**src/hw/regXferPkg.sv**
```systemverilog
`default_nettype none

package regXferPkg;

	// One word on the shared data bus.
	typedef logic [7:0] busWord;

	// Number of one of the eight bus slots.
	typedef logic [2:0] slotIdx;

	typedef enum logic [1:0] {
		OPC_MOV,
		OPC_ADD,
		OPC_IN,
		OPC_OUT
	} opcodeT;

	// Opcode plus destination and two source slot fields.
	typedef struct packed {
		opcodeT opcode;
		slotIdx op0;
		slotIdx op1;
		slotIdx op2;
	} instrT;

	// Where the drive slot number comes from.
	typedef enum logic [1:0] {
		OE_MICRO,
		OE_OP0,
		OE_OP1,
		OE_OP2
	} oeSrcT;

	// Where the load slot number comes from.
	typedef enum logic {
		LD_MICRO,
		LD_OP0
	} ldSrcT;

	// One microcode word.
	typedef struct packed {
		logic oe;
		logic load;
		oeSrcT oeSrc;
		ldSrcT ldSrc;
		slotIdx useqOe;
		slotIdx useqLoad;
	} microOpT;

	// Fixed slots above the general registers.
	localparam slotIdx slotAdder = 3'd6;
	localparam slotIdx slotIo = 3'd7;

	typedef enum logic [2:0] {
		IDLE,
		EXEC,
		WAIT_REQ_LOW,
		OUT_ACK_HIGH,
		OUT_ACK_LOW
	} seqStateT;

endpackage

`default_nettype wire
```
**src/hw/regXferCore.sv**
```systemverilog
`default_nettype none

module regXferCore import regXferPkg::*; #(
	parameter int numGpr = 6
) (
	input logic clk,
	input logic rstN,
	input logic instrReq,
	input instrT instr,
	output logic instrAck,
	input busWord inData,
	output logic outReq,
	output busWord outData,
	input logic outAck
);

	// Sequencer to selector.
	microOpT uop;
	instrT curInstr;

	// Selector to bank, active low one-hot.
	logic [7:0] regNotOEs;
	logic [7:0] regNotLoads;

	// Bank back to sequencer.
	busWord outWord;
	logic outStrobe;

	microSequencer uSeq (
		.clk(clk),
		.rstN(rstN),
		.instrReq(instrReq),
		.instr(instr),
		.instrAck(instrAck),
		.uop(uop),
		.curInstr(curInstr),
		.outStrobe(outStrobe),
		.outWord(outWord),
		.outReq(outReq),
		.outData(outData),
		.outAck(outAck)
	);

	regSel uRegSel (
		.uop(uop),
		.curInstr(curInstr),
		.regNotOEs(regNotOEs),
		.regNotLoads(regNotLoads)
	);

	registerBank #(
		.numGpr(numGpr)
	) uBank (
		.clk(clk),
		.rstN(rstN),
		.regNotOEs(regNotOEs),
		.regNotLoads(regNotLoads),
		.inData(inData),
		.outWord(outWord),
		.outStrobe(outStrobe)
	);

endmodule

`default_nettype wire

```
**src/hw/microSequencer.sv**
```systemverilog
`default_nettype none

module microSequencer import regXferPkg::*; (
	input logic clk,
	input logic rstN,
	input logic instrReq,
	input instrT instr,
	output logic instrAck,
	output microOpT uop,
	output instrT curInstr,
	input logic outStrobe,
	input busWord outWord,
	output logic outReq,
	output busWord outData,
	input logic outAck
);

	seqStateT state;

	// Current micro-op step within the instruction.
	logic [1:0] step;

	// Builds one active microcode word.
	function automatic microOpT uopWord(
		input oeSrcT oeSrc,
		input slotIdx useqOe,
		input ldSrcT ldSrc,
		input slotIdx useqLoad
	);
		microOpT u;
		u.oe = 1'b1;
		u.load = 1'b1;
		u.oeSrc = oeSrc;
		u.ldSrc = ldSrc;
		u.useqOe = useqOe;
		u.useqLoad = useqLoad;
		return u;
	endfunction

	// Microcode table, indexed by opcode and step.
	function automatic microOpT ucode(input opcodeT opc, input logic [1:0] s);
		microOpT u;
		u = '0;
		case (opc)
			OPC_MOV: u = uopWord(OE_OP1, 3'd0, LD_OP0, 3'd0);
			OPC_IN: u = uopWord(OE_MICRO, slotIo, LD_OP0, 3'd0);
			OPC_OUT: u = uopWord(OE_OP1, 3'd0, LD_MICRO, slotIo);
			OPC_ADD: begin
				// Stage op1 then op2, then write back the sum.
				case (s)
					2'd0: u = uopWord(OE_OP1, 3'd0, LD_MICRO, slotAdder);
					2'd1: u = uopWord(OE_OP2, 3'd0, LD_MICRO, slotAdder);
					default: u = uopWord(OE_MICRO, slotAdder, LD_OP0, 3'd0);
				endcase
			end
			default: u = '0;
		endcase
		return u;
	endfunction

	// Index of the final step.
	function automatic logic [1:0] lastStep(input opcodeT opc);
		return (opc == OPC_ADD) ? 2'd2 : 2'd0;
	endfunction

	always_ff @(posedge clk) begin
		if (!rstN) begin
			state <= IDLE;
			step <= '0;
			instrAck <= 1'b0;
			outReq <= 1'b0;
			uop <= '0;
		end else begin
			// Bus idle unless a step is issued below.
			uop <= '0;
			case (state)
				IDLE: begin
					if (instrReq) begin
						step <= '0;
						state <= EXEC;
					end
				end
				EXEC: begin
					// Ack goes up one edge after acceptance.
					instrAck <= 1'b1;
					uop <= ucode(curInstr.opcode, step);
					step <= step + 2'd1;
					if (step == lastStep(curInstr.opcode)) begin
						state <= (curInstr.opcode == OPC_OUT) ? OUT_ACK_HIGH : WAIT_REQ_LOW;
					end
				end
				OUT_ACK_HIGH: begin
					// The bank strobes one edge after the I/O load.
					if (outStrobe) begin
						outReq <= 1'b1;
					end else if (outReq && outAck) begin
						outReq <= 1'b0;
						state <= OUT_ACK_LOW;
					end
				end
				OUT_ACK_LOW: begin
					// Back-pressure ends here.
					if (!outAck) begin
						state <= WAIT_REQ_LOW;
					end
				end
				WAIT_REQ_LOW: begin
					if (!instrReq) begin
						instrAck <= 1'b0;
						state <= IDLE;
					end
				end
				default: state <= IDLE;
			endcase
		end
	end

	// Instruction latch.
	always_ff @(posedge clk) begin
		if (state == IDLE && instrReq) begin
			curInstr <= instr;
		end
	end

	// Output word, held while outReq is high.
	always_ff @(posedge clk) begin
		if (state == OUT_ACK_HIGH && outStrobe) begin
			outData <= outWord;
		end
	end

endmodule

`default_nettype wire

```
**src/hw/registerBank.sv**
```systemverilog
`default_nettype none

// numGpr must not exceed slotAdder.
module registerBank import regXferPkg::*; #(
	parameter int numGpr = 6
) (
	input logic clk,
	input logic rstN,
	input logic [7:0] regNotOEs,
	input logic [7:0] regNotLoads,
	input busWord inData,
	output busWord outWord,
	output logic outStrobe
);

	// General registers, slots 0 to numGpr-1.
	busWord gpr [numGpr];

	// Adder operand latches.
	busWord addA;
	busWord addB;
	busWord adderSum;

	// Resolved bus value.
	busWord bus;

	// Wraps modulo 256.
	assign adderSum = addA + addB;

	// Wired OR of every enabled driver.
	// Unused slots between numGpr and slotAdder add nothing.
	always_comb begin
		bus = '0;
		for (int i = 0; i < numGpr; i++) begin
			if (!regNotOEs[i]) begin
				bus = bus | gpr[i];
			end
		end
		if (!regNotOEs[slotAdder]) begin
			bus = bus | adderSum;
		end
		if (!regNotOEs[slotIo]) begin
			bus = bus | inData;
		end
	end

	// General register writes.
	always_ff @(posedge clk) begin
		if (!rstN) begin
			for (int i = 0; i < numGpr; i++) begin
				gpr[i] <= '0;
			end
		end else begin
			for (int i = 0; i < numGpr; i++) begin
				if (!regNotLoads[i]) begin
					gpr[i] <= bus;
				end
			end
		end
	end

	// Adder slot.
	// A load shifts A into B, so two loads stage both operands.
	always_ff @(posedge clk) begin
		if (!rstN) begin
			addA <= '0;
			addB <= '0;
		end else if (!regNotLoads[slotAdder]) begin
			addB <= addA;
			addA <= bus;
		end
	end

	// I/O slot load.
	// Captures the bus for the output port and flags it for one cycle.
	always_ff @(posedge clk) begin
		if (!rstN) begin
			outStrobe <= 1'b0;
		end else begin
			outStrobe <= !regNotLoads[slotIo];
		end
	end

	always_ff @(posedge clk) begin
		if (!regNotLoads[slotIo]) begin
			outWord <= bus;
		end
	end

endmodule

`default_nettype wire

```
**src/hw/regSel.sv**
```systemverilog
`default_nettype none

module regSel import regXferPkg::*; (
	input microOpT uop,
	input instrT curInstr,
	output logic [7:0] regNotOEs,
	output logic [7:0] regNotLoads
);

	// Slot numbers after the source muxes.
	slotIdx oeSlot;
	slotIdx loadSlot;

	// Drive source mux, four inputs.
	always_comb begin
		case (uop.oeSrc)
			OE_MICRO: oeSlot = uop.useqOe;
			OE_OP0: oeSlot = curInstr.op0;
			OE_OP1: oeSlot = curInstr.op1;
			OE_OP2: oeSlot = curInstr.op2;
			default: oeSlot = uop.useqOe;
		endcase
	end

	// Load source mux, two inputs.
	always_comb begin
		case (uop.ldSrc)
			LD_MICRO: loadSlot = uop.useqLoad;
			LD_OP0: loadSlot = curInstr.op0;
			default: loadSlot = uop.useqLoad;
		endcase
	end

	// Drive decoder.
	// All outputs stay high while oe is low, like a disabled 3-to-8 decoder.
	always_comb begin
		regNotOEs = '1;
		if (uop.oe) begin
			regNotOEs[oeSlot] = 1'b0;
		end
	end

	// Load decoder, same behaviour gated by load.
	always_comb begin
		regNotLoads = '1;
		if (uop.load) begin
			regNotLoads[loadSlot] = 1'b0;
		end
	end

endmodule

`default_nettype wire

```
**config.mk**
```make
export PLATFORM = sky130hd
export DESIGN_NAME = regXferCore
export DESIGN_NICKNAME = d
export VERILOG_FILES = /design/src/hw/regXferPkg.sv /design/src/hw/regXferCore.sv /design/src/hw/microSequencer.sv /design/src/hw/registerBank.sv /design/src/hw/regSel.sv
export SDC_FILE = /design/constraint.sdc
export NUM_CORES = 1
export LEC_CHECK = 0
export ABC_AREA = 0
export BUFFER_PORTS_ARGS = -buffer_cell sky130_fd_sc_hd__clkbuf_2
export CAP_MARGIN = 0
export CORE_MARGIN = 2
export CORE_UTILIZATION = 65
export CTS_CLUSTER_DIAMETER = 80
export DETAILED_ROUTE_END_ITERATION = 8
export PLACE_DENSITY_LB_ADDON = 0.3
export REMOVE_ABC_BUFFERS = 1
export SLEW_MARGIN = 25
export SYNTH_ARGS = -nofsm -noshare
export SYNTH_HDL_FRONTEND = slang
export SYNTH_HIERARCHICAL = 1
export SYNTH_SLANG_ARGS = --single-unit
```
**constraint.sdc**
```tcl
create_clock -name clk -period 5.3 [get_ports clk]
set_input_delay 0.53 -clock clk [delete_from_list [all_inputs] [get_ports clk]]
set_output_delay 0.53 -clock clk [all_outputs]
set_load 0.01 [all_outputs]
```
Word-level counts from Yosys, hierarchy flattened --
Memories as Yosys holds them, arrays and structs flattened. Cells that the tools add are included.
Word-level totals: bits in registers 62, latch bits 0, memory bits (writable) 48, bits in read-only memories 0, input port bits 23, output and inout port bits 10, word-level logic and storage cells 136, memories 1
Operators by class: add/subtract/negate cells 2, multipliers 0, divide/modulo/power cells 0, $lt $le $gt $ge 4, equal/unequal tests 18, shifts and indexed selects 0, multiplexer cells 58, bitwise gates (word level) 16, reductions and logical operators 18
Memories:
- uBank.gpr | words 6, width 8, rd ports 6, clocked after memory_dff 0, write ports 6, RTL line registerBank.sv:17 | busWord gpr [numGpr];
Operators by type and width (number):
- two-way mux 8 bit | 16
- bitwise OR 8 bit | 7
- case mux 11 bit (4 select lines) | 1
- two-way mux 1 bit | 25
- two-way mux 3 bit | 6
- case mux 9 bit (2 select lines) | 1
- NOT 8 bit | 2
- case mux 3 bit (5 select lines) | 1
- case mux 3 bit (4 select lines) | 1
- adder 8 bit | 1
- equality test 2 bit, second input constant | 4
- < comparator 3 x 4 -> 1 bit, second input constant | 2
- inequality test 2 bit, second input constant | 4
- AND reduction 2 bit | 4
- demux 1 bit (select 3 bit) | 2
- equality test 2 x 1 -> 1 bit, second input constant | 3
- equality test 3 x 2 -> 1 bit, second input constant | 2
- greater-or-equal comparator 3 x 1 -> 1 bit, second input constant | 2
- zero test 2 bit | 3
- bitwise OR 1 bit | 6
- case mux 3 bit (2 select lines) | 1
- AND reduction 6 bit | 1
- nonzero test 2 bit | 3
- logical AND 1 bit | 5
- 11 further kinds | 13

Logic depth before layout (Yosys ltp) --
depth after elaboration 24, depth in mapped cells 10, gate-level depth less buffers 8

Cells and area by module --
The synthesis kept the hierarchy.
By module, submodules not included:
- registerBank | times used 1, cells each 288, area an instance 3325.7 um^2, sequential area each 2021.9 um^2
- microSequencer | times used 1, cells each 91, area an instance 1226.2 um^2, sequential area each 870.8 um^2
- regSel | times used 1, cells each 31, area an instance 292.8 um^2, sequential area each 0.0 um^2

Worst setup path before layout --
No wires, ideal clock.
path kind reg-to-reg, from register, netlist name uSeq/uop[8], to memory uBank/gpr[0][2] in the netlist's numbering, data pin, library setup time 0.265 ns, arrival time 2.051 ns, data required time 5.035 ns, slack 2.983 ns, stages on the path, launching flop included 8, buffers on the path 0, clock period less this slack 2.317 ns, path through dfxtp_1 > mux4_2 > nand4bb_1 > inv_1 > a22o_1 > a221o_1 > nor3b_4 > nor2_1
RTL lines (RTL line):
- end: declaration | registerBank.sv:17

==> results_dict.tcl <==
set metrics [dict create \
    p_switching_w 0.0003862 \
    avgViaCountPerCell 6.392 \
    maxCapViolCount 0 \
    skew_ns 0.006579 \
    netSwitchingFraction_pct 24.17 \
    fin_crit_ns 3.130 \
    crit_required_ns 5.39 \
    synth_cell_type_count 64 \
    worst-r2r-setup-slack_ns 2.17 \
    hold_class "in -> reg" \
    n_antenna_cell 0 \
    crit_arrival_ns 3.22 \
    worst_slew_pin_slew_ns 0.6627 \
    grt_overflow_total 0 \
    startpoint "uSeq/uop[8]" \
    setup_violations 0 \
    end_kind "flip-flop" \
    clk-insertion-delay-late_ns 0.36 \
    die-width_um 90.33 \
    grt_max_degree 28 \
    antenna_found_initial 0 \
    clkTransAtPathRegs_ns 0.09 \
    start_kind "flip-flop" \
    synth-xor-area-share_pct 0.3616 \
    status "complete, no violations" \
    die_area_um2 8160 \
    peakVddDrop_uv 198.5 \
    crit_family "simple AND/OR/NAND/NOR gates" \
    cts_repair_resize_count 0 \
    critPathBufInv 1 \
    postRouteAntennaNets 0 \
    cts_sinks 107 \
    htreeDepth 3 \
    cp_max_fo 8 \
    drt_iter0_markers 479 \
    grt_pass1_wl_mm 16.68 \
    io_buffers 32 \
    hpwl_mm 7.357 \
    rows 31 \
    grt_pass1_vias 3391 \
    num_vias 3439 \
    start_util_pct 66.79 \
    post_cts.repair.setup_buffers 0 \
    synth_top_family_by_area "simple AND/OR/NAND/NOR gates" \
    combPwrFrac_pct 9.3 \
    place_area_um2 5032 \
    maxSlewHeadroom_pct 55.58 \
    slew_viol_final 0 \
    fmax_mhz 319.5 \
    dieHeight_um 90.33 \
    synthArstFlopShare_pct 0 \
    critical_path.slowest_cell "mux4_2" \
    ys_ff_latch 107 \
    gp_congestion 0.8563 \
    syn_avg_cell_area_um2 11.82 \
    drt-wirelength-per-cell_um 19.20 \
    place_ws_ns 2.311 \
    slowest_delay_ns 0.61 \
    leakagePower_nw 2.081 \
    rr_worst_depth 7 \
    cts_tree "yes" \
    clockBufferDepth 2 \
    crit_end "uBank/gpr[2][5]" \
    hold_buffers 0 \
    area_delta_synth_final_pct 7.722 \
    synthAdderAreaFrac_pct 2.738 \
    syn_area_um2 4845 \
    fillerInstances 518 \
    fin_tns_setup_ns 0 \
    root_buffer "clkbuf_8" \
    ios 33 \
    grt_setup_unrepaired "false" \
    seq_area_frac_synth_pct 59.71 \
    numCtsBuffers 9 \
    fin_crit_sh_pct 59.05 \
    synth_compound_area_share_pct 12.53 \
    drive_gt1_share_pct 15.03 \
    gr-usage-all-layers_pct 26.44 \
    crit_chain "mux4_2 > nand4b_1 > inv_1 > o21ai_0 > nand4_1 > nor3_2 > nor2_1" \
    sequentialPowerShare_pct 60.7 \
    core_um2 7253 \
    drt-total-wl_mm 10.33 \
    pwr-share-clk_pct 30.0 \
    final_nets 467 \
    syn_inst 410 \
    synth_edf_count 75 \
    layout_setup_ws_ns 2.170 \
    synth-main-ff-cell "edfxtp_1" \
    ys_warn_count 6 \
    synthSimpleGateAreaFrac_pct 17.05 \
    worst-path-stages 7 \
    final_cell_mix "75 x edfxtp_1, 66 x nor2_1, 32 x clkbuf_2, 32 x dfxtp_1, 21 x inv_1" \
    rr_endpoint "uBank/gpr[2][5]" \
    synth_mux_area_share_pct 3.487 \
    intPower_w 0.001212 \
    power_density_nw_per_um2 306.2 \
    r2r_start "uSeq/uop[8]" \
    first_pass_iters 7 \
    crit_type "reg -> reg" \
    drc 0 \
    hold_viol_final 0 \
    mostFrequentLayoutCell "edfxtp_1" \
    final_cell_area_um2 5219 \
]
-- through the flow --
| step | hold WS, ns | util [%] | total power (W) | cells |
|---|---|---|---|---|
| after detailed placement | 0.4045 | 69.38 | 0.001135 | 522 |
| after CTS | 0.3306 | 71.95 | 0.001600 | 538 |
| final | 0.3438 | 71.95 | 0.001598 | 538 |
| after floorplan | 0.4003 | - | 0.001080 | 390 |
| after global placement | 0.4034 | 69.31 | 0.001128 | 521 |
| after global routing | 0.3258 | 71.95 | 0.001653 | 538 |
-- layout make-up --
cell class	count	area, µm²	share of cell area, %
Inverter	26	98.84	1.894
Clock inverter	4	51.30	0.9830
Clock buffer	12	135.1	2.589
Multi-Input combinational cell	257	1752	33.57
Tap cell	99	123.9	2.374
Sequential cell	107	2893	55.43
Timing Repair Buffer	33	165.2	3.165
-- routing by layer --
metal	routed length (µm)	share of wire [%]	global-route usage, %	vias to the layer above
met2	5249	51	44.92	189
met5	0	0	0	-
met1	3897	38	33.49	1661
met3	854	8.3	5.092	34
met4	329	3.2	11.03	0
li1	-	-	-	1555
-- power groups by stage --
stage / Combinational [W] / Clock (W) / Sequential (W)
floorplan: 0.000102 / 0 / 0.000978
global placement: 0.000142 / 0 / 0.000986
detailed placement: 0.000147 / 0 / 0.000988
CTS: 0.000148 / 0.000484 / 0.000969
global route: 0.000164 / 0.000513 / 0.000975
finish: 0.000149 / 0.000479 / 0.000970
-- registers in the layout, summed over array words and instances (netlist names) --
| signal | cells |
|---|---|
| uBank/gpr | 48 |
| uSeq/instrAck | 1 |
| uSeq/uop | 8 |
| uBank/addB | 8 |
| uBank/outWord | 8 |
| uSeq/state | 3 |
| uSeq/outData | 8 |
| uBank/addA | 8 |
| uBank/outStrobe | 1 |
| uSeq/outReq | 1 |
| uSeq/step | 2 |
| uSeq/curInstr | 11 |
-- synthesized netlist by cell type, types with 9 or more instances --
cell type	n	area share, %
nor2b_1	12	1.5
nor2_1	66	5.1
inv_1	21	1.6
nand2b_1	9	1.2
a22oi_1	12	1.9
ha_1	9	2.3
edfxtp_1	75	46
dfxtp_1	32	13
nand2_1	17	1.3
mux2i_1	9	1.9
o21ai_0	10	1.0
a21oi_1	15	1.5
-- logic make-up (layout without fill, tap and decap cells) --
family,after synthesis,after routing
AOI/OAI and AO/OA,80,80
xor gates and xnor gates,2,2
adders and majority gates,10,10
buffers and inverters,46,75
DFF,107,107
muxes,13,13
and+or+nand+nor,152,152
-- worst min path at each step --
stage / from / end / slack (ns) / depth (start not counted)
after floorplan: uBank/outWord[0] / uSeq/outData[0] / 0.40 / 0
after global placement: uBank/outWord[7] / uSeq/outData[7] / 0.40 / 0
after detailed placement: uBank/outWord[0] / uSeq/outData[0] / 0.40 / 0
after CTS: instr[2] / uSeq/curInstr[2] / 0.33 / 1
after global routing: instr[9] / uSeq/curInstr[9] / 0.33 / 1
final: instr[2] / uSeq/curInstr[2] / 0.34 / 1
No activity file was read; power rests on OpenSTA's default activity.
